==> config.mk <==
export PLATFORM = sky130hd
export DESIGN_NAME = wr_burst_counter
export DESIGN_NICKNAME = d
export VERILOG_FILES = /design/src/hw/axi_bridge_pkg.sv /design/src/hw/wr_burst_counter.sv
export SDC_FILE = /design/constraint.sdc
export NUM_CORES = 1
export LEC_CHECK = 0
export BUFFER_PORTS_ARGS = -buffer_cell sky130_fd_sc_hd__buf_2
export CAP_MARGIN = 0
export CORE_AREA = 2 2 39 41
export CTS_BUF_LIST = sky130_fd_sc_hd__clkbuf_4 sky130_fd_sc_hd__clkbuf_8
export CTS_CLUSTER_DIAMETER = 50
export DETAILED_ROUTE_END_ITERATION = 8
export DIE_AREA = 0 0 41 43
export PLACE_DENSITY = 0.71
export RECOVER_POWER = 100
export SLEW_MARGIN = 30
export SYNTH_ARGS = -nofsm -noshare
export SYNTH_HDL_FRONTEND = slang
export SYNTH_SLANG_ARGS = --single-unit
==> constraint.sdc <==
create_clock -name clk -period 2.14 [get_ports clk]
set_input_delay 0.214 -clock clk [delete_from_list [all_inputs] [get_ports clk]]
set_output_delay 0.214 -clock clk [all_outputs]
set_load 0.03 [all_outputs]
==> src/hw/axi_bridge_pkg.sv <==
`default_nettype none

//////////////////////////////////////////////////////////////////////
// AXI4 write bridge shared definitions
//////////////////////////////////////////////////////////////////////

package axi_bridge_pkg;

    // Byte address into the accelerator window
    localparam int AXI_ADDR_WTH = 29;

    // One beat is 8 bytes
    // INCR burst type and full strobe come from the system tie-off
    localparam int AXI_DATA_WTH = 64;

    // Write ID, one outstanding burst per value
    localparam int AXI_ID_WTH   = 4;

    // AXI4 awlen field
    // Holds beat count minus one, so up to 256 beats per burst
    localparam int AXI_LEN_WTH  = 8;

    //////////////////////////////////////////////////////////////////////
    // Lookaside sizing
    //////////////////////////////////////////////////////////////////////

    // One table entry per distinct ID
    localparam int MAX_N_TAGS   = 2 ** AXI_ID_WTH;

    // Number of entries equals the ID space so bid indexes directly
    // Widen AXI_ID_WTH and MAX_N_TAGS follows

endpackage

`default_nettype wire

==> src/hw/wr_burst_counter.sv <==
`timescale 1ns/100ps
`default_nettype none

module wr_burst_counter
    import axi_bridge_pkg::*;
(
    input  wire                     clk,
    input  wire                     rst,
    input  wire                     aw_fire,    // Load point
    input  wire [AXI_LEN_WTH-1:0]   sel_len,    // Beats minus one
    input  wire                     beat_fire,  // One data handshake
    output logic                    last_beat
);

    logic [AXI_LEN_WTH-1:0] beats_left;     // Beats still to go after the current one
    logic                   burst_loaded;   // Burst between AW and its final beat

    //////////////////////////////////////////////////////////////////////
    // Remaining beat count
    //////////////////////////////////////////////////////////////////////

    always_ff @(posedge clk) begin
        if (rst) begin
            beats_left   <= '0;
            burst_loaded <= 1'b0;
        end else if (aw_fire) begin
            beats_left   <= sel_len;                // awlen already is count minus one
            burst_loaded <= 1'b1;
        end else if (beat_fire) begin
            if (last_beat) begin
                burst_loaded <= 1'b0;               // Burst done
            end else begin
                beats_left <= beats_left - 1'b1;
            end
        end
    end

    // Zero remaining means the beat on the bus is the final one
    assign last_beat = (beats_left == '0);

    // Data never moves outside a loaded burst
    a_beat_in_burst: assert property (@(posedge clk) disable iff (rst)
        beat_fire |-> burst_loaded);

    // Next address phase only after the previous final beat
    a_no_overlap: assert property (@(posedge clk) disable iff (rst)
        aw_fire |-> !burst_loaded);

endmodule

`default_nettype wire

Yosys cells after proc, flatten, opt, wreduce, memory -nomap -nowiden:

Cells that the tools add are included.

* $add $sub $neg: 1
* multiplexer cells: 3
* $lt $le $gt $ge: 0
* reduce and logical (&&, ||, !) cells: 3
* shift-type cells: 0
* equal/unequal tests: 1
* divide/modulo/power cells: 0
* bitwise logic cells: 0
* $mul: 0

Operators with widths (number)
* $mux 8: 3
* $logic_not 8->1: 1
* $sub 8x1->8 const B: 1
* $ne 2x2->1 const B: 1
* $reduce_and 2->1: 1
* $reduce_bool 2->1: 1

* logic and storage cells: 9
* register bits: 8
* bits in latches: 0
* bits in read-only memories: 0
* output and inout port bits: 1
* bits in writable memories: 0
* input bits: 12
* memories: 0

Longest topological paths before layout:

* depth after elaboration: 4
* depth in mapped cells: 6
* gate-level depth less buffers: 6

Worst setup path after synthesis:

Ideal clock, no wire load.

* kind: flip-flop to flip-flop
* start point: register beats_left[0]
* end point: register beats_left[2]
* period minus slack after synthesis: 1.609 ns
* data required time: 2.049 ns
* setup time: 0.091 ns
* cell stages (with the launch flop): 7
* path slack: 0.531 ns
* path buffers: 1
* arrival: 1.518 ns
* cell sequence: dfxtp_1 -> inv_1 -> ha_1 -> and3_1 -> buf_6 -> or3_1 -> a311oi_1

* elaborated cells on any way between the ends: 7
* those cells by class: add/sub (1); eq/ne (1); mux (3); reduce/logical (2)

RTL lines
* start, declared: line wr_burst_counter.sv:15 `logic [AXI_LEN_WTH-1:0] beats_left;`
* start signal, assigned: line wr_burst_counter.sv:27 `beats_left <= sel_len;`
* start signal, assigned: line wr_burst_counter.sv:33 `beats_left <= beats_left - 1'b1;`
* $logic_not 8->1: line wr_burst_counter.sv:39 `assign last_beat = (beats_left == '0);`
* named net last_beat: line wr_burst_counter.sv:12 `output logic last_beat`
* $ne 2x2->1 (no line)
* $reduce_and 2->1 (no line)

The timed path passes the listed nets, and every way through them passes these cells. The select of a mux whose other input is x is not followed.
A chain may end at the register's enable or synchronous reset.

Worst setup path in the final report:

* start point: register beats_left[2]
* end point: output port last_beat

* cells in the longest elaborated chain, start to end: 1

Ends and longest elaborated chain (line)
* $logic_not 8->1: wr_burst_counter.sv:39
* end, declared: wr_burst_counter.sv:12

No other way between the ends.

==> impl_results.md <==
* Status: finished, final reports clean
* Register area at 160 sq um
* Mapped Nets at 74
* Synth top area share at 0.319
* Post-Route Utilization at 0.426
* Crit path kind: flip-flop to output port
* Fill count at 150
* Drt drc at 0
* Crit-path max FO at 7
* Post-synth top area cell: dfxtp_1
* Crit path max-delay cell type: nor4_2
* Clock transition at the registers of the reported paths at 0.06 ns
* Drt pass-1 iters at 4
* Ys Warns at 0
* Layout area overhead at 17.5%
* CTS tree: yes
* Top FF cell, synth: dfxtp_1
* Worst r2r src: beats_left[0]$_SDFFE_PP0P_
* Core Area at 1380 sq um
* Post-Syn Area at 502 sq um
* Reg-to-reg setup timing slack at 0.45 ns
* Post-CTS Setup Bufs at 0
* Min Tclk post-route at 1.76 ns
* H-tree levels at 1
* Vias at 513
* Count of cell types in the netlist at 32
* Post-synthesis async set-or-reset flop share at 0
* Number of global-route vias before repair at 469
* CP endpoint: last_beat
* Delay-heaviest family, CP: simple AND/OR/NAND/NOR gates
* Part of the Yosys area used for sequential elements at 0.319
* Wire length per cell at 12.2 microns
* Cts hold-fix bufs at 0
* Area of the multi-input gates at 304 sq um
* Power, Total at 0.398 mW
* CTS root buf: clkbuf_4
* Num rows at 14
* Die X at 41 microns
* Commonest non-fill, non-tap cell in the layout: buf_2
* Final Hold Violating Endpoints at 0
* Crit end category: output port
* Fin crit share at 0.824
* CP Data Required Time at 1.93 ns
* Cells on worst reg2reg path at 5
* Cell count along the critical path at 3
* Largest Register: beats_left
* Max-slew violations at 0
* Final GP Congestion at 0.788
* # clock sinks at 8
* Measured slew at the worst slew-check pin at 0.342 ns
* Placed cells at 87
* Largest net degree at the start of global routing at 11
* Cts repair resizes at 0
* Post-DRT Antenna Nets at 0
* Top cells by area, synth: dfxtp_1 (32%), nor2_1 (5.2%), a211oi_1 (4.5%)
* Total negative slack at 0 ns
* Clock Path Buffers at 2
* Post-Syn Instances at 61
* Max-slew headroom at 0.770
* Critical path launch point type: flip-flop
* Final nets at 89
* CP Launch Point: beats_left[2]$_SDFFE_PP0P_
* Largest register FFs at 8
* Flops & latches, synth at 8
* EDFF count, synth at 0
* Most frequent cells in the layout: buf_2 (12), dfxtp_1 (8), nor2_1 (7), inv_1 (5), a21oi_1 (4)
* Vias per inst at 5.70
* Diode count at 0
* GRT overflow at 0
* Worst Path Buf+Inv at 1
* Maximum vdd ir drop at 0.218 mV
* I/O pins at 13
* Share of cells above drive strength 1 at 0.230
* Crit-path cells: nor4_2, and3_1, buf_2
* Antenna violations before repair at 0
* Clock Latency Late Sink at 0.26 ns
* Final WL at 1100 microns
* Die Y at 43 microns
* All-Layer GR Usage at 0.167
* Power per standard cell area at 676 nW/um^2
* Initial DRC count at 19
* # setup viols final at 0
* Post-Layout Cell Count at 90
* Fmax at 0.567 GHz
* Die area at 1760 sq um
* Arrival @ worst endpoint at 1.55 ns
* Worst flop-to-flop path endpoint: beats_left[2]$_SDFFE_PP0P_
* RSZ-0062 raised after global routing: false
* Initial cell density of the core at 0.363
* LEAKAGE at 0.247 nW
* Mapped Avg Cell Area at 8.23 sq um
* Largest regs: beats_left (8)
* Hpwl dp at 828 microns
* Global-route wire length before repair at 1960 microns
* Max cap viols at 0
* Hold crit path type: input port to flip-flop
* Final clock skew at 0.00544 ns
* IO buf count at 12
* CP peak stage delay at 0.40 ns
* Num CTS Buffers at 3
Yosys cell counts, types with 2 or more instances:
cell type  count
dfxtp_1        8
nor2_1         7
inv_1          5
a21oi_1        4
a211oi_1       3
nand2_1        3
mux2i_1        2
nor3_1         2
nor4b_1        2
or3_1          2
xnor2_1        2
tightest hold or removal path, stage by stage:
cell,delay (ns)
buf_2,0.09
nand2_1,0.05
a21oi_1,0.05
stage by stage:
| step | instance area [sq um] | setup WS [ns] | hold slack [ns] |
|---|---|---|---|
| 2_1_floorplan | 502 | 0.531 | 0.326 |
| 3_3_place_gp | 567 | 0.594 | 0.468 |
| 3_5_place_dp | 567 | 0.508 | 0.473 |
| 4_1_cts | 589 | 0.392 | 0.196 |
| 5_1_grt | 589 | 0.270 | 0.237 |
| 6_report | 589 | 0.376 | 0.198 |
metal layers:
metal | track usage | wire length (microns)
met2 | 0.231 | 514
met5 | 0 | 0
met4 | 0.120 | 48
met1 | 0.220 | 481
met3 | 0.0314 | 53
cell type report:
class	count	area share
well taps	16	0.0340
inverters	6	0.0382
flip-flops and latches	8	0.272
multi-input cells	45	0.516
repair buffers	12	0.102
clock buffers	3	0.0382
how the worst min path moves through the flow:
| stage | from | end | cells past startpoint | slack, ns |
|---|---|---|---|---|
| floorplan | aw_fire | beats_left[5]$_SDFFE_PP0P_ | 1 | 0.33 |
| global placement | sel_len[1] | beats_left[1]$_SDFFE_PP0P_ | 3 | 0.47 |
| detailed placement | sel_len[1] | beats_left[1]$_SDFFE_PP0P_ | 3 | 0.47 |
| CTS | sel_len[1] | beats_left[1]$_SDFFE_PP0P_ | 3 | 0.20 |
| global route | sel_len[4] | beats_left[4]$_SDFFE_PP0P_ | 3 | 0.24 |
| finish | sel_len[1] | beats_left[1]$_SDFFE_PP0P_ | 3 | 0.20 |
cell families (layout without fill, tap and decap cells):
logic type                 count (synthesis)  count (layout)  synth area share
muxes                                      2               2            0.0399
adders and majority gates                  1               1            0.0249
DFF                                        8               8             0.319
buffers and inverters                      8              21            0.0748
AOI/OAI and AO/OA                         17              17             0.244
and+or+nand+nor                           23              23             0.262
xor gates and xnor gates                   2               2            0.0349
power by group:
part,switching [mW],leakage (nW),total [mW],internal (mW)
Clock,0.0544,0.0138,0.119,0.0644
Combinational,0.0512,0.167,0.0986,0.0474
Sequential,0.0186,0.0666,0.181,0.162
Total,0.124,0.247,0.398,0.274
(Power assumes the default switching activity.)
