`src/hw/axi_bridge_pkg.sv`:
```
`default_nettype none

//////////////////////////////////////////////////////////////////////
// AXI4 write bridge shared definitions
//////////////////////////////////////////////////////////////////////

package axi_bridge_pkg;

    // Byte address into the accelerator window
    localparam int AXI_ADDR_WTH = 29;

    // One beat is 8 bytes
    // INCR burst type and full strobe come from the system tie-off
    localparam int AXI_DATA_WTH = 64;

    // Write ID, one outstanding burst per value
    localparam int AXI_ID_WTH   = 4;

    // AXI4 awlen field
    // Holds beat count minus one, so up to 256 beats per burst
    localparam int AXI_LEN_WTH  = 8;

    //////////////////////////////////////////////////////////////////////
    // Lookaside sizing
    //////////////////////////////////////////////////////////////////////

    // One table entry per distinct ID
    localparam int MAX_N_TAGS   = 2 ** AXI_ID_WTH;

    // Number of entries equals the ID space so bid indexes directly
    // Widen AXI_ID_WTH and MAX_N_TAGS follows

endpackage

`default_nettype wire

```
`src/hw/wr_tag_lookaside.sv`:
```
`timescale 1ns/100ps
`default_nettype none

module wr_tag_lookaside
    import axi_bridge_pkg::*;
#(
    parameter int NUM_WR_CLIENTS = 4
) (
    input  wire                                 clk,
    input  wire                                 rst,
    input  wire                                 aw_fire,    // Write point
    input  wire [AXI_ID_WTH-1:0]                sel_id,     // AWID of the issued burst
    input  wire [$clog2(NUM_WR_CLIENTS)-1:0]    grant_idx,  // Owner of that burst
    input  wire                                 bvalid,
    input  wire [AXI_ID_WTH-1:0]                bid,
    output logic [NUM_WR_CLIENTS-1:0]           wr_cmpl
);

    localparam int IDX_WTH = $clog2(NUM_WR_CLIENTS);

    logic [IDX_WTH-1:0]    tag_client [MAX_N_TAGS];   // Owner per ID
    logic [MAX_N_TAGS-1:0] tag_vld;                   // Burst outstanding per ID

    //////////////////////////////////////////////////////////////////////
    // Table update
    //////////////////////////////////////////////////////////////////////

    always_ff @(posedge clk) begin
        if (rst) begin
            tag_vld <= '0;
        end else begin
            if (bvalid) begin
                tag_vld[bid] <= 1'b0;               // bready tied high so bvalid retires
            end
            if (aw_fire) begin
                tag_vld[sel_id] <= 1'b1;
            end
        end
    end

    always_ff @(posedge clk) begin
        if (aw_fire) begin
            tag_client[sel_id] <= grant_idx;
        end
    end

    // Response routing, same cycle as bvalid
    always_comb begin
        wr_cmpl                  = '0;
        wr_cmpl[tag_client[bid]] = bvalid && tag_vld[bid];
    end

    // Every response belongs to an issued burst
    a_bid_known: assert property (@(posedge clk) disable iff (rst)
        bvalid |-> tag_vld[bid]);

    // Clients never reuse an ID still in flight
    a_id_free: assert property (@(posedge clk) disable iff (rst)
        aw_fire |-> !tag_vld[sel_id]);

endmodule

`default_nettype wire

```
`config.mk`:
```
export PLATFORM = sky130hd
export DESIGN_NAME = wr_tag_lookaside
export DESIGN_NICKNAME = d
export VERILOG_FILES = /design/src/hw/axi_bridge_pkg.sv /design/src/hw/wr_tag_lookaside.sv
export SDC_FILE = /design/constraint.sdc
export NUM_CORES = 1
export LEC_CHECK = 0
export BUFFER_PORTS_ARGS = -buffer_cell sky130_fd_sc_hd__buf_2
export CORE_AREA = 3 3 100 102
export CTS_CLUSTER_DIAMETER = 200
export CTS_CLUSTER_SIZE = 25
export DETAILED_ROUTE_END_ITERATION = 6
export DIE_AREA = 0 0 103 105
export MAX_ROUTING_LAYER = met4
export SLEW_MARGIN = 5
export SYNTH_ARGS = -nofsm -noshare
export SYNTH_HDL_FRONTEND = slang
export SYNTH_SLANG_ARGS = --single-unit
```
`constraint.sdc`:
```
create_clock -name clk -period 2.5 [get_ports clk]
set_input_delay 0.625 -clock clk [delete_from_list [all_inputs] [get_ports clk]]
set_output_delay 0.625 -clock clk [all_outputs]
set_load 0.02 [all_outputs]
```
# --- Word-level counts from Yosys, hierarchy flattened ---
# Memory sizes are Yosys's and may differ from the RTL's.
# Cells that the tools add are included.
totals:
  mem_bits_rw: 32
  memories: 1
  reg_bits: 16
  in_bits: 14
  output_inout_bits: 4
memory_table:
  columns: ["name", "words", "width", "rd", "rd_ports_with_merged_regs", "write_ports", "line_no", "rtl"]
  rows:
  - ["tag_client", 16, 2, 1, 0, 1, "wr_tag_lookaside.sv:21", "logic [IDX_WTH-1:0] tag_client [MAX_N_TAGS];"]
classes:
  reduce_logical: 4
  n_lt_le_gt_ge: 6
  mux: 13
  n_bitwise: 4
ops:
  columns: ["op", "count"]
  rows:
  - ["$mux W16", 3]
  - ["$and A16 B16 Y16", 1]
  - ["$not A16 Y16", 1]
  - ["$or A16 B16 Y16", 1]
  - ["$lt A4 B5 Y1 const B", 2]
  - ["$demux W1 S4", 2]
  - ["$ge A4 B1 Y1 const B", 2]
  - ["$mux W1", 6]
  - ["$and A4 B4 Y4", 1]
  - ["$bmux W1 S4", 1]
  - ["$logic_and A1 B1 Y1", 4]
  - ["$lt A2 B3 Y1 const B", 1]
  - ["$demux W1 S2", 1]
  - ["$ge A2 B1 Y1 const B", 1]

# --- Longest topological paths before layout ---
# Gate-level depths: netlist of the first run.
logic_depth:
  ltp_word: 10
  depth_mapped: 6
  depth_no_buf: 4

# --- Least setup slack after synthesis of the first run ---
# OpenSTA, ideal clock, no wires.
synth_timing:
  kind: "input to output"
  start: "input bid[0]"
  end: "output wr_cmpl[0]"
  arrival_time_ns: 2.326
  slack_ns: -0.451
  stages: 4
  path_buffers: 1
  path_cell_list: "buf_6 mux4_1 mux4_2 a211oi_1"
synth_between:
  elab_chain_len: 6
synth_lines:
  columns: ["element", "line_no", "rtl"]
  rows:
  - ["start, declared", "wr_tag_lookaside.sv:15", "input wire [AXI_ID_WTH-1:0] bid,"]
  - ["$mem_v2 Z16 W2", null, null]
  - ["$lt A2 B3 Y1 (implied by the code) or $ge A2 B1 Y1 (tied branches)", "wr_tag_lookaside.sv:50", "wr_cmpl[tag_client[bid]] = bvalid && tag_vld[bid];"]
  - ["$logic_and A1 B1 Y1", "wr_tag_lookaside.sv:50", null]
  - ["$mux W1 (implied by the code)", "wr_tag_lookaside.sv:50", null]
  - ["$demux W1 S2", "wr_tag_lookaside.sv:50", null]
  - ["$and A4 B4 Y4 (no source line) *", null, null]
  - ["end, declared", "wr_tag_lookaside.sv:16", "output logic [NUM_WR_CLIENTS-1:0] wr_cmpl"]
# Every way passes the cells marked *; elsewhere a longest branch is shown, timed or not. The select of a mux whose other input is x is not followed.

# --- Worst setup path after layout of the first run ---
layout_timing:
  start: "input bid[0]"
  end: "output wr_cmpl[2]"
# The elaborated chain is that of the path after synthesis.

==> results of run 1 <==
==> kinds of logic after synthesis <==
logic type | Yosys count
multiplexers | 17
buffers and inverters | 25
AND/OR/NAND/NOR | 54
AO/OA/AOI/OAI | 39
flip-flops | 48
==> worst paths after layout <==
kind | slack (ps) | cells past startpoint | to | from
max | -270 | 5 | wr_cmpl[2] | bid[0]
max reg2reg | 1870 | 2 | tag_vld[2] | tag_vld[2]
min reg2reg | 480 | 2 | tag_vld[6] | tag_vld[6]
min | 480 | 2 | tag_vld[6] | tag_vld[6]
==> report_power, final <==
part	total [mW]	leakage, nW	internal, mW	switching (mW)
Clock	0.530	0.0532	0.291	0.239
Combinational	0.171	0.552	0.0764	0.0949
Sequential	0.866	0.419	0.861	0.00524
==> registers in the layout (all words and copies together) (netlist names) <==
name and flops:
tag_client 32, tag_vld 16
==> worst reg2reg max path: stages, from the launching register on <==
cell and delay, ps:
dfxtp_1 340, o21ai_0 80, a21oi_1 150
==> per-layer routing <==
layer  global-route usage [%]  up-vias  routed length [µm]
met4                     4.07        0                  64
met2                     13.0       34                2180
li1                         -      720                   -
met5                        -        -                   0
met1                     12.6      700                2170
met3                     2.80        8                 239
==> synthesized netlist by cell type <==
cell / instances
mux2i_1: 8
clkbuf_1: 3
buf_6: 1
and3b_1: 1
and4_1: 1
a211oi_1: 4
a311oi_1: 1
nand4_1: 1
nand2b_1: 4
a22oi_1: 2
inv_1: 17
mux4_1: 5
or2_2: 1
nor3b_1: 1
o21ai_0: 15
edfxtp_1: 32
nor2b_1: 6
mux4_2: 4
buf_1: 1
nand3_1: 10
buf_2: 3
nand2_1: 19
and3_1: 1
a21oi_1: 17
dfxtp_1: 16
nand3b_1: 3
nor2_1: 6
==> final cells by class <==
| type | instances | area share [%] |
|---|---|---|
| clock buffer | 5 | 2.57 |
| tap | 111 | 5.19 |
| timing repair buffer | 31 | 9.58 |
| inverter | 17 | 2.48 |
| clock inverter | 3 | 1.40 |
| sequential | 48 | 47.9 |
| multi-input combinational | 110 | 30.9 |
==> what timing repair did <==
action,4_1_cts,5_1_grt
pin swaps,4,2
buffers inserted,1,0
gates resized for setup,14,5
setup endpoints to repair,4,4
hold buffers,0,0
==> results.py, run 1 <==
metrics = {
    "timing": {
        "fin_crit_sh_pct": 111,
        "setup-tns-final_ps": -984,
        "setup_viol": 4,
        "worst_pin_slew_ps": 485,
        "fin_ws_ps": -272,
        "max_freq_mhz": 361,
        "rsz0062_at_grt": "yes",
        "min_period_ps": 2770,
        "holdWs_ps": 478,
        "hold_violations": 0,
        "maxSlewHeadroom_pct": 67.6,
        "slew_viol_final": 0,
        "finClkSkew_ps": 0,
    },
    "cells_and_area": {
        "fin_util_pct": 29.1,
        "regArea_um2": 1280,
        "area_growth_pct": 23.1,
        "layout_common_cells": "32 x edfxtp_1, 19 x nand2_1, 17 x a21oi_1",
        "finalInstanceArea_um2": 2680,
        "multi_input_area_um2": 827,
        "stdcell_count": 325,
        "num-nets-final": 227,
        "antenna_cells": 0,
        "layout_commonest_cell": "edfxtp_1",
        "layout-drive-gt1-share_pct": 23.4,
        "fillerInstances": 941,
    },
    "power": {
        "power.leakage_nw": 1.02,
        "power.density_nw_per_um2": 585,
        "p_total_mw": 1.57,
        "ir_drop_v": 0.000217,
    },
    "floorplan": {
        "die_x_um": 103,
        "rows": 35,
        "initial_core_util_pct": 23.6,
        "dieArea_um2": 10800,
        "core_area_um2": 9200,
        "dieHeight_um": 105,
        "num_io_pins": 18,
    },
    "global_routing": {
        "antenna_found_initial": 0,
        "grt_pass1_vias": 1450,
        "grt_pass1_wl_mm": 7.40,
        "grt_max_degree": 17,
        "grt_overflow_total": 0,
        "grtUsageTotal_pct": 9.38,
    },
    "routing": {
        "drtPass1Iterations": 4,
        "drtIter0Drc": 107,
        "drtAntennaViolNets": 0,
        "vias_per_cell": 4.50,
        "detail_route.wl_per_cell_um": 14.3,
        "wirelength_mm": 4.65,
        "vias": 1462,
        "drc_errors": 0,
    },
    "worst_setup_path": {
        "critical_path_buf_inv_count": 2,
        "worstPathArrival_ps": 2150,
        "crit_type": "in2out",
        "crit_family": "multiplexers",
        "cpPeakStageDelay_ps": 590,
        "cpMaxStageDelayCell": "mux4_2",
        "endpoint_kind": "primary output",
        "cp_common_cell": "mux4_2",
        "cp-start-kind": "primary input",
        "crit_required_ps": 1880,
        "worst-path-max-fanout": 8,
        "path_cells": "buf_12, mux4_2, mux4_2, a211oi_4, buf_6",
    },
    "yosys": {
        "synth_top_family_by_area": "multiplexers",
        "synth-seq-cells": 48,
        "yosysWarnings": 0,
        "yosys-top-cells-area": "edfxtp_1 44%, dfxtp_1 15%, mux4_1 6.0%, mux4_2 4.1%, a21oi_1 3.9%",
        "yosys.area_share.adder_pct": 0,
        "synth-simple-area-share_pct": 12.5,
        "synthXorXnorAreaFrac_pct": 0,
        "yosys.area.top_type": "edfxtp_1",
        "ys_seq_area_share_pct": 58.9,
        "yosysTopAreaCellShare_pct": 44.2,
        "synth_compound_area_share_pct": 9.84,
        "avgSynthCellArea_um2": 11.9,
        "syn-num-nets": 197,
        "syn_area_um2": 2170,
        "synth.distinct_cells": 27,
        "synth.area.mux_share_pct": 13.9,
        "synthCells": 183,
    },
    "clock_network": {
        "path_clk_slew_ps": 80,
        "htree_levels": 2,
        "clock-root-buffer": "clkbuf_8",
        "numCtsBuffers": 5,
        "clockBufferDepth": 2,
        "cts.sinks": 48,
        "insertion_delay_ps": 300,
        "tritoncts": "done",
    },
    "place": {
        "placed_cell_area_um2": 2510,
        "port-buffer-count": 17,
        "dp_cells": 316,
        "hpwl_mm": 3.72,
        "place_ws_ps": -495,
        "finalWeightedCongestion": 0.803,
    },
    "min_path": {
        "min_path_type": "reg2reg",
    },
    "outcome": {
        "violations": "negative setup slack",
        "status": "complete, but fails checks",
    },
    "flow_run": {
        "maxCapViolCount": 0,
    },
}
Power figures use the tool's default switching activity.
==> run 2: changes to the inputs <==
- CELL_PAD_IN_SITES_DETAIL_PLACEMENT: not set -> 1
- CELL_PAD_IN_SITES_GLOBAL_PLACEMENT: not set -> 1
- PLACE_DENSITY_LB_ADDON: not set -> 0.1
==> run 2 against run 1 <==
  * The run still ends with negative setup slack left
  * Critical path depth did not move
  * Wire length up 23%
  * Via count up 4.0%
  * Sequential power about the same
  * Non-clock buffer count rose by 5
  * Flip-flop and latch count stayed put
  * Count of clock-buffer cells in the layout is the same
  * Critical endpoint is now wr_cmpl[0]
  * Largest power group unchanged
  * Highest routed layer unchanged
==> results.py, run 2 (synthesis results as in run 1) <==
metrics = {
    "place": {
        "hpwl_mm": 4.48,
        "dp_cells": 318,
        "finalWeightedCongestion": 0.733,
        "port-buffer-count": 17,
    },
    "timing": {
        "hold_violations": 0,
        "maxSlewHeadroom_pct": 60.8,
        "holdWs_ps": 483,
        "rsz0062_at_grt": "yes",
        "slew_viol_final": 0,
        "fin_ws_ps": -317,
        "min_period_ps": 2820,
        "fin_crit_sh_pct": 113,
        "max_freq_mhz": 355,
        "setup_viol": 4,
        "finClkSkew_ps": 0,
        "worst_pin_slew_ps": 587,
    },
    "min_path": {
        "hold_path_end": "tag_vld[3]",
        "min_path_type": "reg2reg",
        "holdPathStages": 2,
        "min-delay-start": "tag_vld[3]",
    },
    "floorplan": {
        "initial_core_util_pct": 23.6,
        "rows": 35,
        "dieHeight_um": 105,
        "num_io_pins": 18,
        "die_x_um": 103,
        "core_area_um2": 9200,
        "dieArea_um2": 10800,
    },
    "routing": {
        "drc_errors": 0,
        "drtPass1Iterations": 4,
        "detail_route.wl_per_cell_um": 17.4,
        "vias_per_cell": 4.61,
        "drtIter0Drc": 64,
        "drtAntennaViolNets": 0,
        "vias": 1521,
        "wirelength_mm": 5.74,
    },
    "clock_network": {
        "hold_buffers": 0,
        "tritoncts": "done",
        "clockBufferDepth": 2,
        "cts.sinks": 48,
        "path_clk_slew_ps": 100,
        "clock-root-buffer": "clkbuf_8",
        "insertion_delay_ps": 300,
        "htree_levels": 2,
        "numCtsBuffers": 5,
    },
    "global_routing": {
        "grt_util_met2_pct": 18.2,
        "grtUsageTotal_pct": 11.7,
        "gr-usage-met1_pct": 15.4,
        "grt_pass1_wl_mm": 9.14,
        "use_met3_pct": 2.20,
        "busiest_layer": "met2",
        "grt_overflow_total": 0,
        "grt_pass1_vias": 1669,
        "antenna_found_initial": 0,
        "grt_max_degree": 17,
    },
    "cells_and_area": {
        "layout-drive-gt1-share_pct": 26.5,
        "regMostFlops": "tag_client",
        "num-nets-final": 232,
        "stdcell_count": 330,
        "layout_common_cells": "32 x edfxtp_1, 19 x nand2_1, 17 x a21oi_1",
        "reg_top3": "tag_client x32, tag_vld x16",
        "area_growth_pct": 25.0,
        "layout_commonest_cell": "edfxtp_1",
        "largest_reg_flops": 32,
        "antenna_cells": 0,
    },
    "worst_setup_path": {
        "critical_path_buf_inv_count": 2,
        "cpMaxStageDelayCell": "mux4_2",
        "endpoint_kind": "primary output",
        "crit_family": "multiplexers",
        "crit_type": "in2out",
        "r2r_start": "tag_vld[8]",
        "reg2reg_to": "tag_vld[8]",
        "reg2reg_slack_ps": 1830,
        "r2r_cells": 2,
        "crit_required_ps": 1880,
        "cpPeakStageDelay_ps": 600,
        "path_cells": "buf_12, mux4_2, mux4_2, a211oi_4, buf_6",
        "worst-path-max-fanout": 8,
        "worstPathArrival_ps": 2190,
        "cp-start-kind": "primary input",
        "cp_common_cell": "mux4_2",
    },
    "power": {
        "power.leakage_nw": 1.05,
        "ir_drop_v": 0.000291,
        "power.density_nw_per_um2": 603,
    },
    "outcome": {
        "status": "complete, but fails checks",
        "violations": "negative setup slack",
    },
    "flow_run": {
        "maxCapViolCount": 0,
    },
}
## run 2: cell types whose count changed in the layout (fill, tap and decap cells not counted), sizes merged
cell	change
buf	+5
clkinv	-2
clkinvlp	+1
inv	+1
## run 2: final cells by class
| type | instances | area, µm² |
|---|---|---|
| Fill cell | 1025 | 6480 |
| Clock buffer | 5 | 68.8 |
| Tap cell | 111 | 139 |
| Multi-Input combinational cell | 110 | 823 |
| Clock inverter | 3 | 46.3 |
| Timing Repair Buffer | 36 | 294 |
| Sequential cell | 48 | 1280 |
| Inverter | 17 | 66.3 |
## run 2: worst max path at each step
stage,depth (start not counted),end,slack [ps],from
2_1_floorplan,4,wr_cmpl[0],-150,bid[0]
3_3_place_gp,6,wr_cmpl[1],-530,bid[0]
3_5_place_dp,7,wr_cmpl[0],-640,bid[0]
4_1_cts,5,wr_cmpl[2],-330,bid[0]
5_1_grt,5,wr_cmpl[2],-360,bid[0]
6_report,5,wr_cmpl[0],-320,bid[0]
## run 2: worst reg2reg max path, cell delays in order (launching register included)
cell,delay [ps]
dfxtp_1,340
o21ai_0,90
a21oi_1,170
## run 2: power by group
group	leakage, nW	internal (mW)	total, mW	switching, mW
Clock	0.0548	0.302	0.589	0.287
Combinational	0.572	0.0814	0.185	0.103
Sequential	0.419	0.861	0.866	0.00491
Total	1.05	1.24	1.64	0.395
## run 2: metal layers
metal | up-vias | wire (µm) | part of all wire [%]
li1 | 729 | - | -
met1 | 765 | 2730 | 47
met2 | 22 | 2790 | 49
met3 | 5 | 149 | 2.6
met4 | 0 | 76 | 1.3
met5 | - | 0 | 0
## run 2: metrics by stage
stage | area, µm² | setup WS [ps] | power, mW | TNS, ps | util [%]
2_1_floorplan | 2230 | -152 | 0.985 | -560 | -
3_3_place_gp | 2520 | -533 | 1.05 | -2070 | 27.4
3_5_place_dp | 2520 | -643 | 1.05 | -2370 | 27.4
4_1_cts | 2710 | -329 | 1.66 | -1180 | 29.5
5_1_grt | 2720 | -360 | 1.71 | -1370 | 29.6
6_report | 2720 | -317 | 1.64 | -1150 | 29.6
## run 2: repair_timing
action / in CTS / in global routing
setup buffers: 4 / 0
pin swaps: 3 / 0
resized for setup: 17 / 2
endpoints found under the setup margin: 4 / 4
