## config.mk

```make
export PLATFORM = sky130hd
export DESIGN_NAME = wr_channel_fsm
export DESIGN_NICKNAME = d
export VERILOG_FILES = /design/src/hw/wr_channel_fsm.sv
export SDC_FILE = /design/constraint.sdc
export NUM_CORES = 1
export LEC_CHECK = 0
export BUFFER_PORTS_ARGS = -buffer_cell sky130_fd_sc_hd__buf_2
export CAP_MARGIN = 0
export CORE_AREA = 4 4 41 43
export CTS_CLUSTER_SIZE = 24
export DETAILED_ROUTE_END_ITERATION = 10
export DIE_AREA = 0 0 45 47
export HOLD_SLACK_MARGIN = 0.02
export PLACE_DENSITY = 0.33
export REMOVE_ABC_BUFFERS = 1
export SETUP_SLACK_MARGIN = 0.05
export SYNTH_ARGS = -nofsm -noshare
export SYNTH_HDL_FRONTEND = slang
export SYNTH_SLANG_ARGS = --single-unit
```

## constraint.sdc

```tcl
create_clock -name clk -period 0.8 [get_ports clk]
set_input_delay 0.04 -clock clk [delete_from_list [all_inputs] [get_ports clk]]
set_output_delay 0.04 -clock clk [all_outputs]
set_load 0.02 [all_outputs]
```

## src/hw/wr_channel_fsm.sv

```systemverilog
`timescale 1ns/100ps
`default_nettype none

module wr_channel_fsm (
    input  wire     clk,
    input  wire     rst,
    input  wire     any_req,        // Some client waiting
    input  wire     awready,
    input  wire     wready,
    input  wire     sel_data_vld,   // Winner has a beat ready
    input  wire     last_beat,      // From the beat counter
    output logic    arb_take,
    output logic    aw_fire,
    output logic    beat_fire,
    output logic    awvalid,
    output logic    wvalid,
    output logic    wlast
);

    //////////////////////////////////////////////////////////////////////
    // State encoding
    //////////////////////////////////////////////////////////////////////

    localparam logic [1:0] ST_IDLE = 2'd0;     // Waiting for a request
    localparam logic [1:0] ST_ADDR = 2'd1;     // AW channel valid
    localparam logic [1:0] ST_DATA = 2'd2;     // Streaming W beats

    logic [1:0] state;
    logic [1:0] state_nxt;

    //////////////////////////////////////////////////////////////////////
    // Channel outputs
    //////////////////////////////////////////////////////////////////////

    assign arb_take  = (state == ST_IDLE) && any_req;   // Selector latches winner
    assign awvalid   = (state == ST_ADDR);
    assign aw_fire   = awvalid && awready;
    assign wvalid    = (state == ST_DATA) && sel_data_vld;
    assign wlast     = (state == ST_DATA) && last_beat;
    assign beat_fire = wvalid && wready;

    // Next state
    always_comb begin
        state_nxt = state;
        case (state)
            ST_IDLE: begin
                if (any_req) begin
                    state_nxt = ST_ADDR;
                end
            end
            ST_ADDR: begin
                if (aw_fire) begin
                    state_nxt = ST_DATA;                // First wvalid one cycle later
                end
            end
            ST_DATA: begin
                if (beat_fire && last_beat) begin
                    state_nxt = ST_IDLE;                // One idle cycle before next AW
                end
            end
            default: begin
                state_nxt = ST_IDLE;
            end
        endcase
    end

    always_ff @(posedge clk) begin
        if (rst) begin
            state <= ST_IDLE;
        end else begin
            state <= state_nxt;
        end
    end

    // Address valid held through slave back-pressure
    a_awvalid_held: assert property (@(posedge clk) disable iff (rst)
        (awvalid && !awready) |=> awvalid);

endmodule

`default_nettype wire

```

# After elaboration in Yosys (flattened, before gate mapping)
# Index checks and enable logic that the tools add are counted.
# Widths: inputs -> output; s select.
# totals
reg_bits,2
out_inout_bits,6
# op_classes
n_eq_ne,5
muxes,4
n_reduce_logical,8
# op_table
op,count
$logic_and 1x1->1,6
$mux 2,3
$pmux 2 s3,1
$ne 2x2->1 const B,2
$reduce_and 3->1,1
$eq 2x1->1 const B,1
$eq 2x2->1 const B,1
$logic_not 2->1,1
$ne 2x1->1 const B,1

# Longest topological paths before layout
# Gate-level depths: netlist of the first run.
# logic_depth
word_depth,6
ltp_mapped,2

# Worst setup path after synthesis of the first run
# No wires, ideal clock.
# synth_path
kind,flip-flop to flip-flop
from,reg state[0]
to,reg state[0]
setup_ns,0.060
arrival_ns,1.126
t_required_ns,0.740
path_slack_ns,-0.386
stages_incl_launch_ff,3
n_path_buf,0
synth_period_minus_slack_ns,1.186
cell_sequence,dfxtp_1 -> nor3b_1 -> o21a_1
# synth_via
elab_chain_cells,6
word_cells_on_any_way,12
cone_classes,5 x eq/ne; 1 x mux; 6 x reduce/logical
# synth_rtl
item,line_no,rtl
"start, declared",28,logic [1:0] state;
"start signal, assigned",71,state <= state_nxt;
$eq 2x2->1,"38, 45",
$logic_and 1x1->1,38,assign wvalid = (state == ST_DATA) && sel_data_vld;
$logic_and 1x1->1,40,assign beat_fire = wvalid && wready;
$logic_and 1x1->1,57,if (beat_fire && last_beat) begin
$ne 2x1->1 (no source line),n/a,
$reduce_and 3->1 (no source line),n/a,
# Parallel ways exist; a longest one is shown, timed or not.
# A chain may end at the register's enable or synchronous reset.

# Worst setup path after layout of the first run
# layout_path
from,reg state[1]
to,out beat_fire
# layout_via
elab_chain_cells,3
# layout_rtl
item,line_no,rtl
$eq 2x2->1,38,
$logic_and 1x1->1,38,
$logic_and 1x1->1,40,
"end, declared",14,"output logic beat_fire,"
# Every way passes these cells.

==> summary.md, run 1 <==
| Metric | Value |
|---|---|
| Levels on crit path | 3 |
| Syn Std Cell Area | 129 um2 |
| Total vias in the final route | 157 |
| Post-route ant nets | 0 |
| Unrepaired setup endpoints after global routing | yes |
| Largest cells by area after synthesis | dfxtp_1, nor3b_1, and2_1 |
| Max Root-Sink Buffers | 2 |
| DR pass1 iterations | 1 |
| DRC Markers | 0 |
| CP startpoint kind | flip-flop |
| Largest area contributor in the netlist | dfxtp_1 |
| Hold Crit Class | in2reg |
| Top-area cell type share of the netlist area | 0.311 |
| CTS tree | built |
| Total global routing overflow | 0 |
| Final setup margin | -0.258 ns |
| Finished Cell Area | 290 um2 |
| Final hold violation count | 0 |
| Arr. time, crit path | 1.02 ns |
| Cell Pwr Density | 1540 mW/mm2 |
| Pre-CTS worst setup slack | -0.144 ns |
| Diode count | 0 |
| Root Driver | clkbuf_4 |
| Die area | about 0.0021 mm2 |
| Area after DPL | 208 um2 |
| Die W | 45 um |
| Final setup vio count | 7 |
| Cts hold-fix bufs | 0 |
| Syn-to-layout area delta | 125% |
| Leakage | roughly 0.14 nW |
| Run status | complete, but fails checks |
| Overall Global Routing Usage | 0.0537 |
| DR vias/cell | 3.49 |
| Initial antenna violation count | 0 |
| Crit path largest cell delay | approximately 0.36 ns |
| CTS Buf Count | 3 |
| Bufs and invs on worst path | 1 |
| Fin Hold WS | slightly below 0.1 ns |
| CORE AREA | 0.00130 mm2 |
| Worst r2r path cells | 2 |
| Starting Density | 0.0990 |
| Slew Viols, Final | 0 |
| Avg Cell Area, Syn | 8.59 um2 |
| Post-layout minimum cycle time | roughly 1.1 ns |
| Layout cells sized above 1 | 0.700 |
| DRT Wirelength | 464 um |
| Cell family with most CP delay | flip-flops |
| Largest Register | state |
| Final Skew | approximately 0.00036 ns |
| Vert. Die Dim | around 47 um |
| Cells along the critical path | nor2b_4 -> and3_4 -> buf_6 |
| Post-synth cell types | 11 |
| Number of max-cap violations | 0 |
| Port Buf Inserts | 12 |
| Slew @ Worst Pin | approximately 0.19 ns |
| Vias in the first global route | 192 |
| Clk Latency, worst-skew pair | ~0.22 ns |
| Required time worst endpoint | 0.76 ns |
| Largest net degree at the start of global routing | 7 |
| Worst slew margin | 0.870 |
| Fin crit share | 1.32 |
| Post-CTS setup buffers | 0 |
| Violated checks | setup timing |
| WL per Instance | around 10 um |
| WS Path Type | reg2out |
| Regs by FF count | state x2 |
| First-pass GRT wire length | 779 um |
| H-tree level count | 1 |
| Clock tree sinks | 2 |
| Ys Warns | 0 |
| Max rail drop VDD | 0.000606 V |
| Row Count | 13 |
| Top-Level Pins | 13 |
| Clock transition at path regs | 0.03 ns |
| Max reg flops | 2 |
| Sequential area share after synthesis | 0.311 |
| Hpwl dp | between 300 and 400 um |
| Hold depth | 3 |
| Fmax | 945 MHz |
| Max FO, Critical Path | 6 |
| Critical path's slowest cell | dfxtp_4 |
| Yosys reg bits | 2 |
| Drt first-iter violations | 0 |
| GPL Wtd Cong | ~0.56 |
| CP Capture Type | primary output |
| Cells after Synth | 15 |
| Total Nets Final | 39 |
==> cells in the mapped netlist (all sizes together) <==
library cell / number
dfxtp: 2
and3b: 1
o21a: 1
inv: 1
nand3: 1
and3: 1
nor2b: 1
a22o: 1
and2: 2
and2b: 1
nor3b: 3
==> worst register-to-register path, delay by kind of cell (launching register included) <==
| family | cells | cell delay (ns) |
|---|---|---|
| DFF | 1 | 0.36 |
| and+or+nand+nor | 1 | 0.22 |
| AOI/OAI and AO/OA | 1 | 0.21 |
==> report_power, final <==
| group | internal, mW | leakage [nW] | total (mW) | switching, mW |
|---|---|---|---|---|
| Combinational | 0.0600 | 0.104 | 0.108 | 0.0482 |
| Clock | 0.165 | 0.0138 | 0.220 | 0.0546 |
| Sequential | 0.107 | 0.0178 | 0.119 | 0.0126 |
==> placed cells by master (no fill, tap or decap) <==
master,n
a22o_1,1
and2_1,2
and2b_1,1
and3_4,1
and3b_2,1
buf_2,6
buf_4,1
buf_6,5
clkbuf_4,3
dfxtp_4,2
inv_1,1
nand3_1,1
nor2b_4,1
nor3b_1,2
nor3b_2,1
o21a_1,1
==> cells by family (layout without fill, tap and decap cells) <==
group | Yosys count | count (layout) | synth area share
AO/OA/AOI/OAI | 2 | 2 | 0.126
buffers and inverters | 1 | 16 | 0.0291
flip-flops | 2 | 2 | 0.311
AND/OR/NAND/NOR | 10 | 10 | 0.534
==> area by class of cell <==
cell class                      instances  area [um2]
Tap cell                               15        18.8
Sequential cell                         2        47.5
Fill cell                             152        1010
Multi-Input combinational cell         12         104
Timing Repair Buffer                   12        93.8
Clock buffer                            3        22.5
Inverter                                1        3.75
==> layer usage <==
metal | up-vias | GRT usage | share of wire
li1 | 83 | - | -
met1 | 68 | 0.0522 | 0.40
met2 | 6 | 0.0932 | 0.56
met3 | 0 | 0 | 0.034
met4 | 0 | 0.0702 | 0
met5 | - | 0 | 0
==> repair_timing <==
item	in CTS	in global routing
pin swaps	3	1
gates resized for setup	17	3
endpoints found under the setup margin	8	8
cloned	0	0
==> path summary, 6_finish.rpt <==
check	from	endpoint	slack [ns]
worst max register to register	state[1]$_SDFFE_PP0P_	state[1]$_SDFFE_PP0P_	-0.11
worst min register to register	state[1]$_SDFFE_PP0P_	state[0]$_SDFFE_PP0P_	0.61
worst max-delay path	state[1]$_SDFFE_PP0P_	beat_fire	-0.26
worst min-delay path	rst	state[0]$_SDFFE_PP0P_	0.1
==> metrics by stage <==
stage | cells | power (mW) | TNS, ns | utilization
2_1_floorplan | 15 | 0.165 | -0.737 | -
3_3_place_gp | 42 | 0.201 | -0.511 | 0.160
3_5_place_dp | 42 | 0.201 | -0.583 | 0.160
4_1_cts | 45 | 0.463 | -1.38 | 0.215
5_1_grt | 45 | 0.477 | -1.72 | 0.223
6_report | 45 | 0.447 | -1.36 | 0.223
No activity file was read; power rests on OpenSTA's default activity.
==> run 2: changes to the inputs <==
--- a/config.mk
+++ b/config.mk
@@ -12,7 +12,6 @@
 export DETAILED_ROUTE_END_ITERATION = 10
 export DIE_AREA = 0 0 45 47
 export HOLD_SLACK_MARGIN = 0.02
-export PLACE_DENSITY = 0.33
 export REMOVE_ABC_BUFFERS = 1
 export SETUP_SLACK_MARGIN = 0.05
 export SYNTH_ARGS = -nofsm -noshare
==> summary.md, run 2 (same netlist as run 1, synthesis figures left out) <==
| Metric | Value |
|---|---|
| Critical path's slowest cell | dfxtp_4 |
| Pre-CTS worst setup slack | -0.130 ns |
| Slew Viols, Final | 0 |
| DRC Markers | 0 |
| Clk Latency, worst-skew pair | 0.22 ns |
| CP startpoint kind | flip-flop |
| Largest Register | state |
| Vias in the first global route | 192 |
| CTS tree | built |
| Worst r2r src | state[1]$_SDFFE_PP0P_ |
| DRT Wirelength | between 400 and 500 um |
| Arr. time, crit path | 1.02 ns |
| Hold_sp | rst |
| Syn-to-layout area delta | 133% |
| Vert. Die Dim | 47 um |
| Initial antenna violation count | 0 |
| Max reg flops | 2 |
| Fin Hold WS | 0.0936 ns |
| First-pass GRT wire length | ~700 um |
| Diode count | 0 |
| Max Root-Sink Buffers | 2 |
| Fmax | 940 MHz |
| Post-route ant nets | 0 |
| Violated checks | setup timing |
| Clock Power Share | 0.487 |
| Sequential power share | 0.260 |
| Port Buf Inserts | 12 |
| Post-layout minimum cycle time | 1.06 ns |
| Max rail drop VDD | 0.000331 V |
| Fin crit share | 1.33 |
| Cells along the critical path | nor2b_4 -> and3_4 -> buf_6 |
| Total global routing overflow | 0 |
| WL per Instance | 10.2 um |
| Number of max-cap violations | 0 |
| Final setup vio count | 8 |
| Largest net degree at the start of global routing | 7 |
| DR pass1 iterations | 1 |
| Hold path endpoint | state[0]$_SDFFE_PP0P_ |
| DR vias/cell | 3.87 |
| Commonest non-fill, non-tap cells in the layout | buf_2, buf_6, clkbuf_4 |
| Most common cell after layout, fill and taps aside | buf_2 |
| Hold depth | 3 |
| Top-Level Pins | 13 |
| Sw Share | 0.258 |
| Final setup margin | -0.264 ns |
| Final Skew | 0.000852 ns |
| Overall Global Routing Usage | 0.0536 |
| GPL Wtd Cong | between 0.6 and 0.7 |
| H-tree level count | 1 |
| Clock transition at path regs | 0.03 ns |
| Run status | complete, but fails checks |
| Drt first-iter violations | 0 |
| Required time worst endpoint | 0.76 ns |
| WS Path Type | reg2out |
| Total Nets Final | 40 |
| Leakage | 0.142 nW |
| CP Capture Type | primary output |
| Root Driver | clkbuf_4 |
| Cell Pwr Density | 1520 mW/mm2 |
| Sw power | 117 uW |
| Clock tree sinks | 2 |
| Row Count | 13 |
| CTS Buf Count | 3 |
| Hold Crit Class | in2reg |
| Worst slew margin | 0.858 |
| Worst r2r path cells | 2 |
| Total vias in the final route | 178 |
| Slew @ Worst Pin | approximately 0.21 ns |
| Die W | 45 um |
| Cts hold-fix bufs | 0 |
| Final hold violation count | 0 |
| Crit path largest cell delay | between 0.3 and 0.4 ns |
| Regs by FF count | state x2 |
| Die area | 0.00212 mm2 |
| Max FO, Critical Path | 6 |
| Unrepaired setup endpoints after global routing | yes |
| Worst reg-to-reg setup slack | -0.08 ns |
| Worst reg2reg endpoint | state[1]$_SDFFE_PP0P_ |
| Cell-internal power | 339 uW |
| CORE AREA | 0.00130 mm2 |
| Layout cells sized above 1 | 0.742 |
| Starting Density | 0.0990 |
| Combinational Power Share | 0.254 |
run 2: changes by cell type in the layout (fill, tap and decap cells not counted):
cell	delta
and2_1	-1
and2_4	+1
buf_4	+1
run 2: per-layer routing:
metal	global-route usage	up-vias	wire length, um	part of all wire
li1	-	88	-	-
met1	0.0385	80	136	0.29
met2	0.0932	8	263	0.56
met3	0	2	41	0.088
met4	0.105	0	26	0.056
met5	0	-	0	0
run 2: what timing repair did:
action | in CTS | in global routing
resized for setup | 19 | 2
hold endpoints to repair | 0 | 0
pin swaps | 5 | 2
endpoints found under the setup margin | 8 | 8
buffers inserted | 2 | 0
run 2: how the worst max path moves through the flow:
stage | endpoint | slack (ns) | startpoint | cells past startpoint
finish | beat_fire | -0.26 | state[1]$_SDFFE_PP0P_ | 3
global route | beat_fire | -0.29 | state[1]$_SDFFE_PP0P_ | 3
CTS | beat_fire | -0.27 | state[1]$_SDFFE_PP0P_ | 3
detailed placement | beat_fire | -0.13 | state[1]$_SDFFE_PP0P_ | 3
global placement | beat_fire | -0.13 | state[1]$_SDFFE_PP0P_ | 3
floorplan | state[0]$_SDFFE_PP0P_ | -0.39 | state[0]$_SDFFE_PP0P_ | 2
run 2: layout make-up:
cell class | instances | area (um2)
Fill cell | 149 | 1000
Multi-Input combinational cell | 12 | 106
Timing Repair Buffer | 13 | 101
Sequential cell | 2 | 47.5
Clock buffer | 3 | 22.5
Tap cell | 15 | 18.8
Inverter | 1 | 3.75
run 2: metrics by stage:
step                      setup TNS, ns  instance area, um2   util  std cells  total power, mW
after CTS                         -1.39                 295  0.227         46            0.473
after global routing              -1.62                 300  0.231         46            0.479
after floorplan                  -0.737                 129      -         15            0.165
after global placement           -0.482                 208  0.160         42            0.200
final                             -1.30                 300  0.231         46            0.456
after detailed placement         -0.481                 208  0.160         42            0.201
run 2: power by group through the flow:
| stage | registers (mW) | clock network [mW] | logic (mW) |
|---|---|---|---|
| global route | 0.121 | 0.234 | 0.124 |
| detailed placement | 0.118 | 0 | 0.0833 |
| floorplan | 0.116 | 0 | 0.0489 |
| global placement | 0.117 | 0 | 0.0827 |
| CTS | 0.120 | 0.238 | 0.114 |
| finish | 0.118 | 0.222 | 0.116 |
run 2: worst max-delay path, delay by kind of cell, from the launching register on:
family	cells	cell delay, ns
DFF	1	0.35
and+or+nand+nor	2	0.33
buffers and inverters	1	0.11
==> run 3: changes to the inputs <==
--- a/config.mk
+++ b/config.mk
@@ -7,13 +7,14 @@
 export LEC_CHECK = 0
 export BUFFER_PORTS_ARGS = -buffer_cell sky130_fd_sc_hd__buf_2
 export CAP_MARGIN = 0
-export CORE_AREA = 4 4 41 43
+export CORE_AREA = 5 5 42 44
 export CTS_CLUSTER_SIZE = 24
 export DETAILED_ROUTE_END_ITERATION = 10
-export DIE_AREA = 0 0 45 47
+export DIE_AREA = 0 0 47 49
 export HOLD_SLACK_MARGIN = 0.02
 export REMOVE_ABC_BUFFERS = 1
 export SETUP_SLACK_MARGIN = 0.05
+export SLEW_MARGIN = 10
 export SYNTH_ARGS = -nofsm -noshare
 export SYNTH_HDL_FRONTEND = slang
 export SYNTH_SLANG_ARGS = --single-unit
==> constraint.sdc (replaced) <==
create_clock -name clk -period 0.8 [get_ports clk]
set_input_delay 0.08 -clock clk [delete_from_list [all_inputs] [get_ports clk]]
set_output_delay 0.08 -clock clk [all_outputs]
set_load 0.02 [all_outputs]
==> summary.md, run 3 (same netlist as run 1, synthesis figures left out) <==
| Metric | Value |
|---|---|
| Total vias in the final route | between 150 and 200 |
| Vias in the first global route | around 170 |
| Sw Share | 0.253 |
| Cts hold-fix bufs | 0 |
| CORE AREA | 0.00140 mm2 |
| Clock tree sinks | 2 |
| Fmax | 922 MHz |
| Combinational Power Share | 0.248 |
| Commonest non-fill, non-tap cells in the layout | buf_2, buf_6, clkbuf_4 |
| Multi-input gate area | 104 um2 |
| Cell-internal power | 338 uW |
| Overall Global Routing Usage | 0.0408 |
| Regs by FF count | state x2 |
| Worst r2r src | state[1]$_SDFFE_PP0P_ |
| Sequential Area | ~48 um2 |
| Most common cell after layout, fill and taps aside | buf_2 |
| Pre-CTS worst setup slack | -0.167 ns |
| Row Count | 14 |
| Post-layout minimum cycle time | 1.08 ns |
| Total power | between 400 and 500 uW |
| Die area | 0.00230 mm2 |
| Leakage | 0.141 nW |
| Slew @ Worst Pin | 0.170 ns |
| Max rail drop VDD | 0.000312 V |
| Largest net degree at the start of global routing | 7 |
| Max Root-Sink Buffers | 2 |
| Total global routing overflow | 0 |
| FILL cells | 166 |
| Slew Viols, Final | 0 |
| Violated checks | setup timing |
| Final setup margin | -0.284 ns |
| Layout cells sized above 1 | 0.710 |
| Required time worst endpoint | ~0.72 ns |
| Vert. Die Dim | slightly below 50 um |
| DRT Wirelength | 378 um |
| Unrepaired setup endpoints after global routing | yes |
| Syn-to-layout area delta | 132% |
| Sequential power share | 0.262 |
| Worst r2r path cells | 2 |
| Clk Latency, worst-skew pair | around 0.22 ns |
| Final setup vio count | 8 |
| CTS Buf Count | 3 |
| Cell Pwr Density | 1510 mW/mm2 |
| Largest Register | state |
| Clock transition at path regs | 0.03 ns |
| Inst Count DP | 43 |
| Hold Crit Class | in2reg |
| Post-layout util | 0.213 |
| Final Skew | 0.00272 ns |
| DRC Markers | 0 |
| Initial antenna violation count | 0 |
| Sw power | 114 uW |
| Drt first-iter violations | 1 |
| WS Path Type | reg2out |
| Starting Density | 0.0920 |
| First-pass GRT wire length | between 500 and 600 um |
| Hold depth | 3 |
| Port Buf Inserts | 12 |
| Number of max-cap violations | 0 |
| H-tree level count | 1 |
| Diode count | 0 |
| Total Nets Final | 40 |
| Worst Setup EP | beat_fire |
| WL per Instance | 8.04 um |
| GPL Wtd Cong | 0.662 |
| Root Driver | clkbuf_4 |
| DR vias/cell | 3.62 |
| Max FO, Critical Path | 6 |
| CP startpoint kind | flip-flop |
| Die W | 47 um |
| CP Capture Type | primary output |
| DR pass1 iterations | 2 |
| Post-route ant nets | 0 |
| Worst reg2reg endpoint | state[1]$_SDFFE_PP0P_ |
| Clock Power Share | 0.490 |
| Top-Level Pins | 13 |
| CTS tree | built |
| Final setup TNS | -1.51 ns |
| Non-Filler Instances | 47 |
| Worst reg-to-reg setup slack | -0.08 ns |
| Run status | complete, but fails checks |
| Worst slew margin | 0.886 |
| Max reg flops | 2 |
| CP startpoint | state[1]$_SDFFE_PP0P_ |
| Final hold violation count | 0 |
| Arr. time, crit path | 1.00 ns |
| Fin crit share | 1.36 |
## run 3: cell counts in the layout (fill, tap and decap cells not counted)
Identical to the previous run, type by type.
## run 3: power groups by stage
stage          Clock, mW  Sequential (mW)  Combinational, mW
4_1_cts            0.239            0.120              0.112
3_3_place_gp           0            0.117             0.0823
2_1_floorplan          0            0.116             0.0489
5_1_grt            0.237            0.121              0.123
6_report           0.221            0.118              0.112
3_5_place_dp           0            0.118             0.0826
## run 3: timing repair
item / CTS / global route
setup endpoints to repair: 8 / 8
hold endpoints to repair: 0 / 0
setup buffers: 1 / 1
gates resized for setup: 17 / 3
pin swaps: 5 / 2
## run 3: layout make-up
| cell class | instances | share of cell area |
|---|---|---|
| inverter | 1 | 0.0126 |
| clock buffer | 3 | 0.0753 |
| tap | 16 | 0.0669 |
| multi-input combinational | 12 | 0.347 |
| sequential | 2 | 0.159 |
| timing repair buffer | 13 | 0.339 |
## run 3: per-layer routing
metal	part of all wire	wire length, um	vias to the layer above	global-route usage
li1	-	-	87	-
met1	0.31	116	73	0.0350
met2	0.53	199	8	0.0543
met3	0.11	41	2	0
met4	0.053	20	0	0.0829
met5	0	0	-	0
## run 3: stage by stage
step | hold slack (ns) | instance area [um2]
4_1_cts | 0.116 | 292
3_5_place_dp | 0.367 | 209
5_1_grt | 0.147 | 299
6_report | 0.123 | 299
3_3_place_gp | 0.362 | 209
2_1_floorplan | 0.243 | 129
## run 3: worst max-delay path: stages, from the launching register on
cell,delay (ns)
dfxtp_4,0.35
nor2b_4,0.14
and3_4,0.18
buf_6,0.11
## run 3: worst min-delay path by stage
stage,start,end,slack (ns)
after global placement,rst,state[0]$_SDFFE_PP0P_,0.36
after global routing,rst,state[0]$_SDFFE_PP0P_,0.15
after CTS,rst,state[0]$_SDFFE_PP0P_,0.12
final,rst,state[0]$_SDFFE_PP0P_,0.12
after floorplan,rst,state[0]$_SDFFE_PP0P_,0.24
after detailed placement,rst,state[0]$_SDFFE_PP0P_,0.37
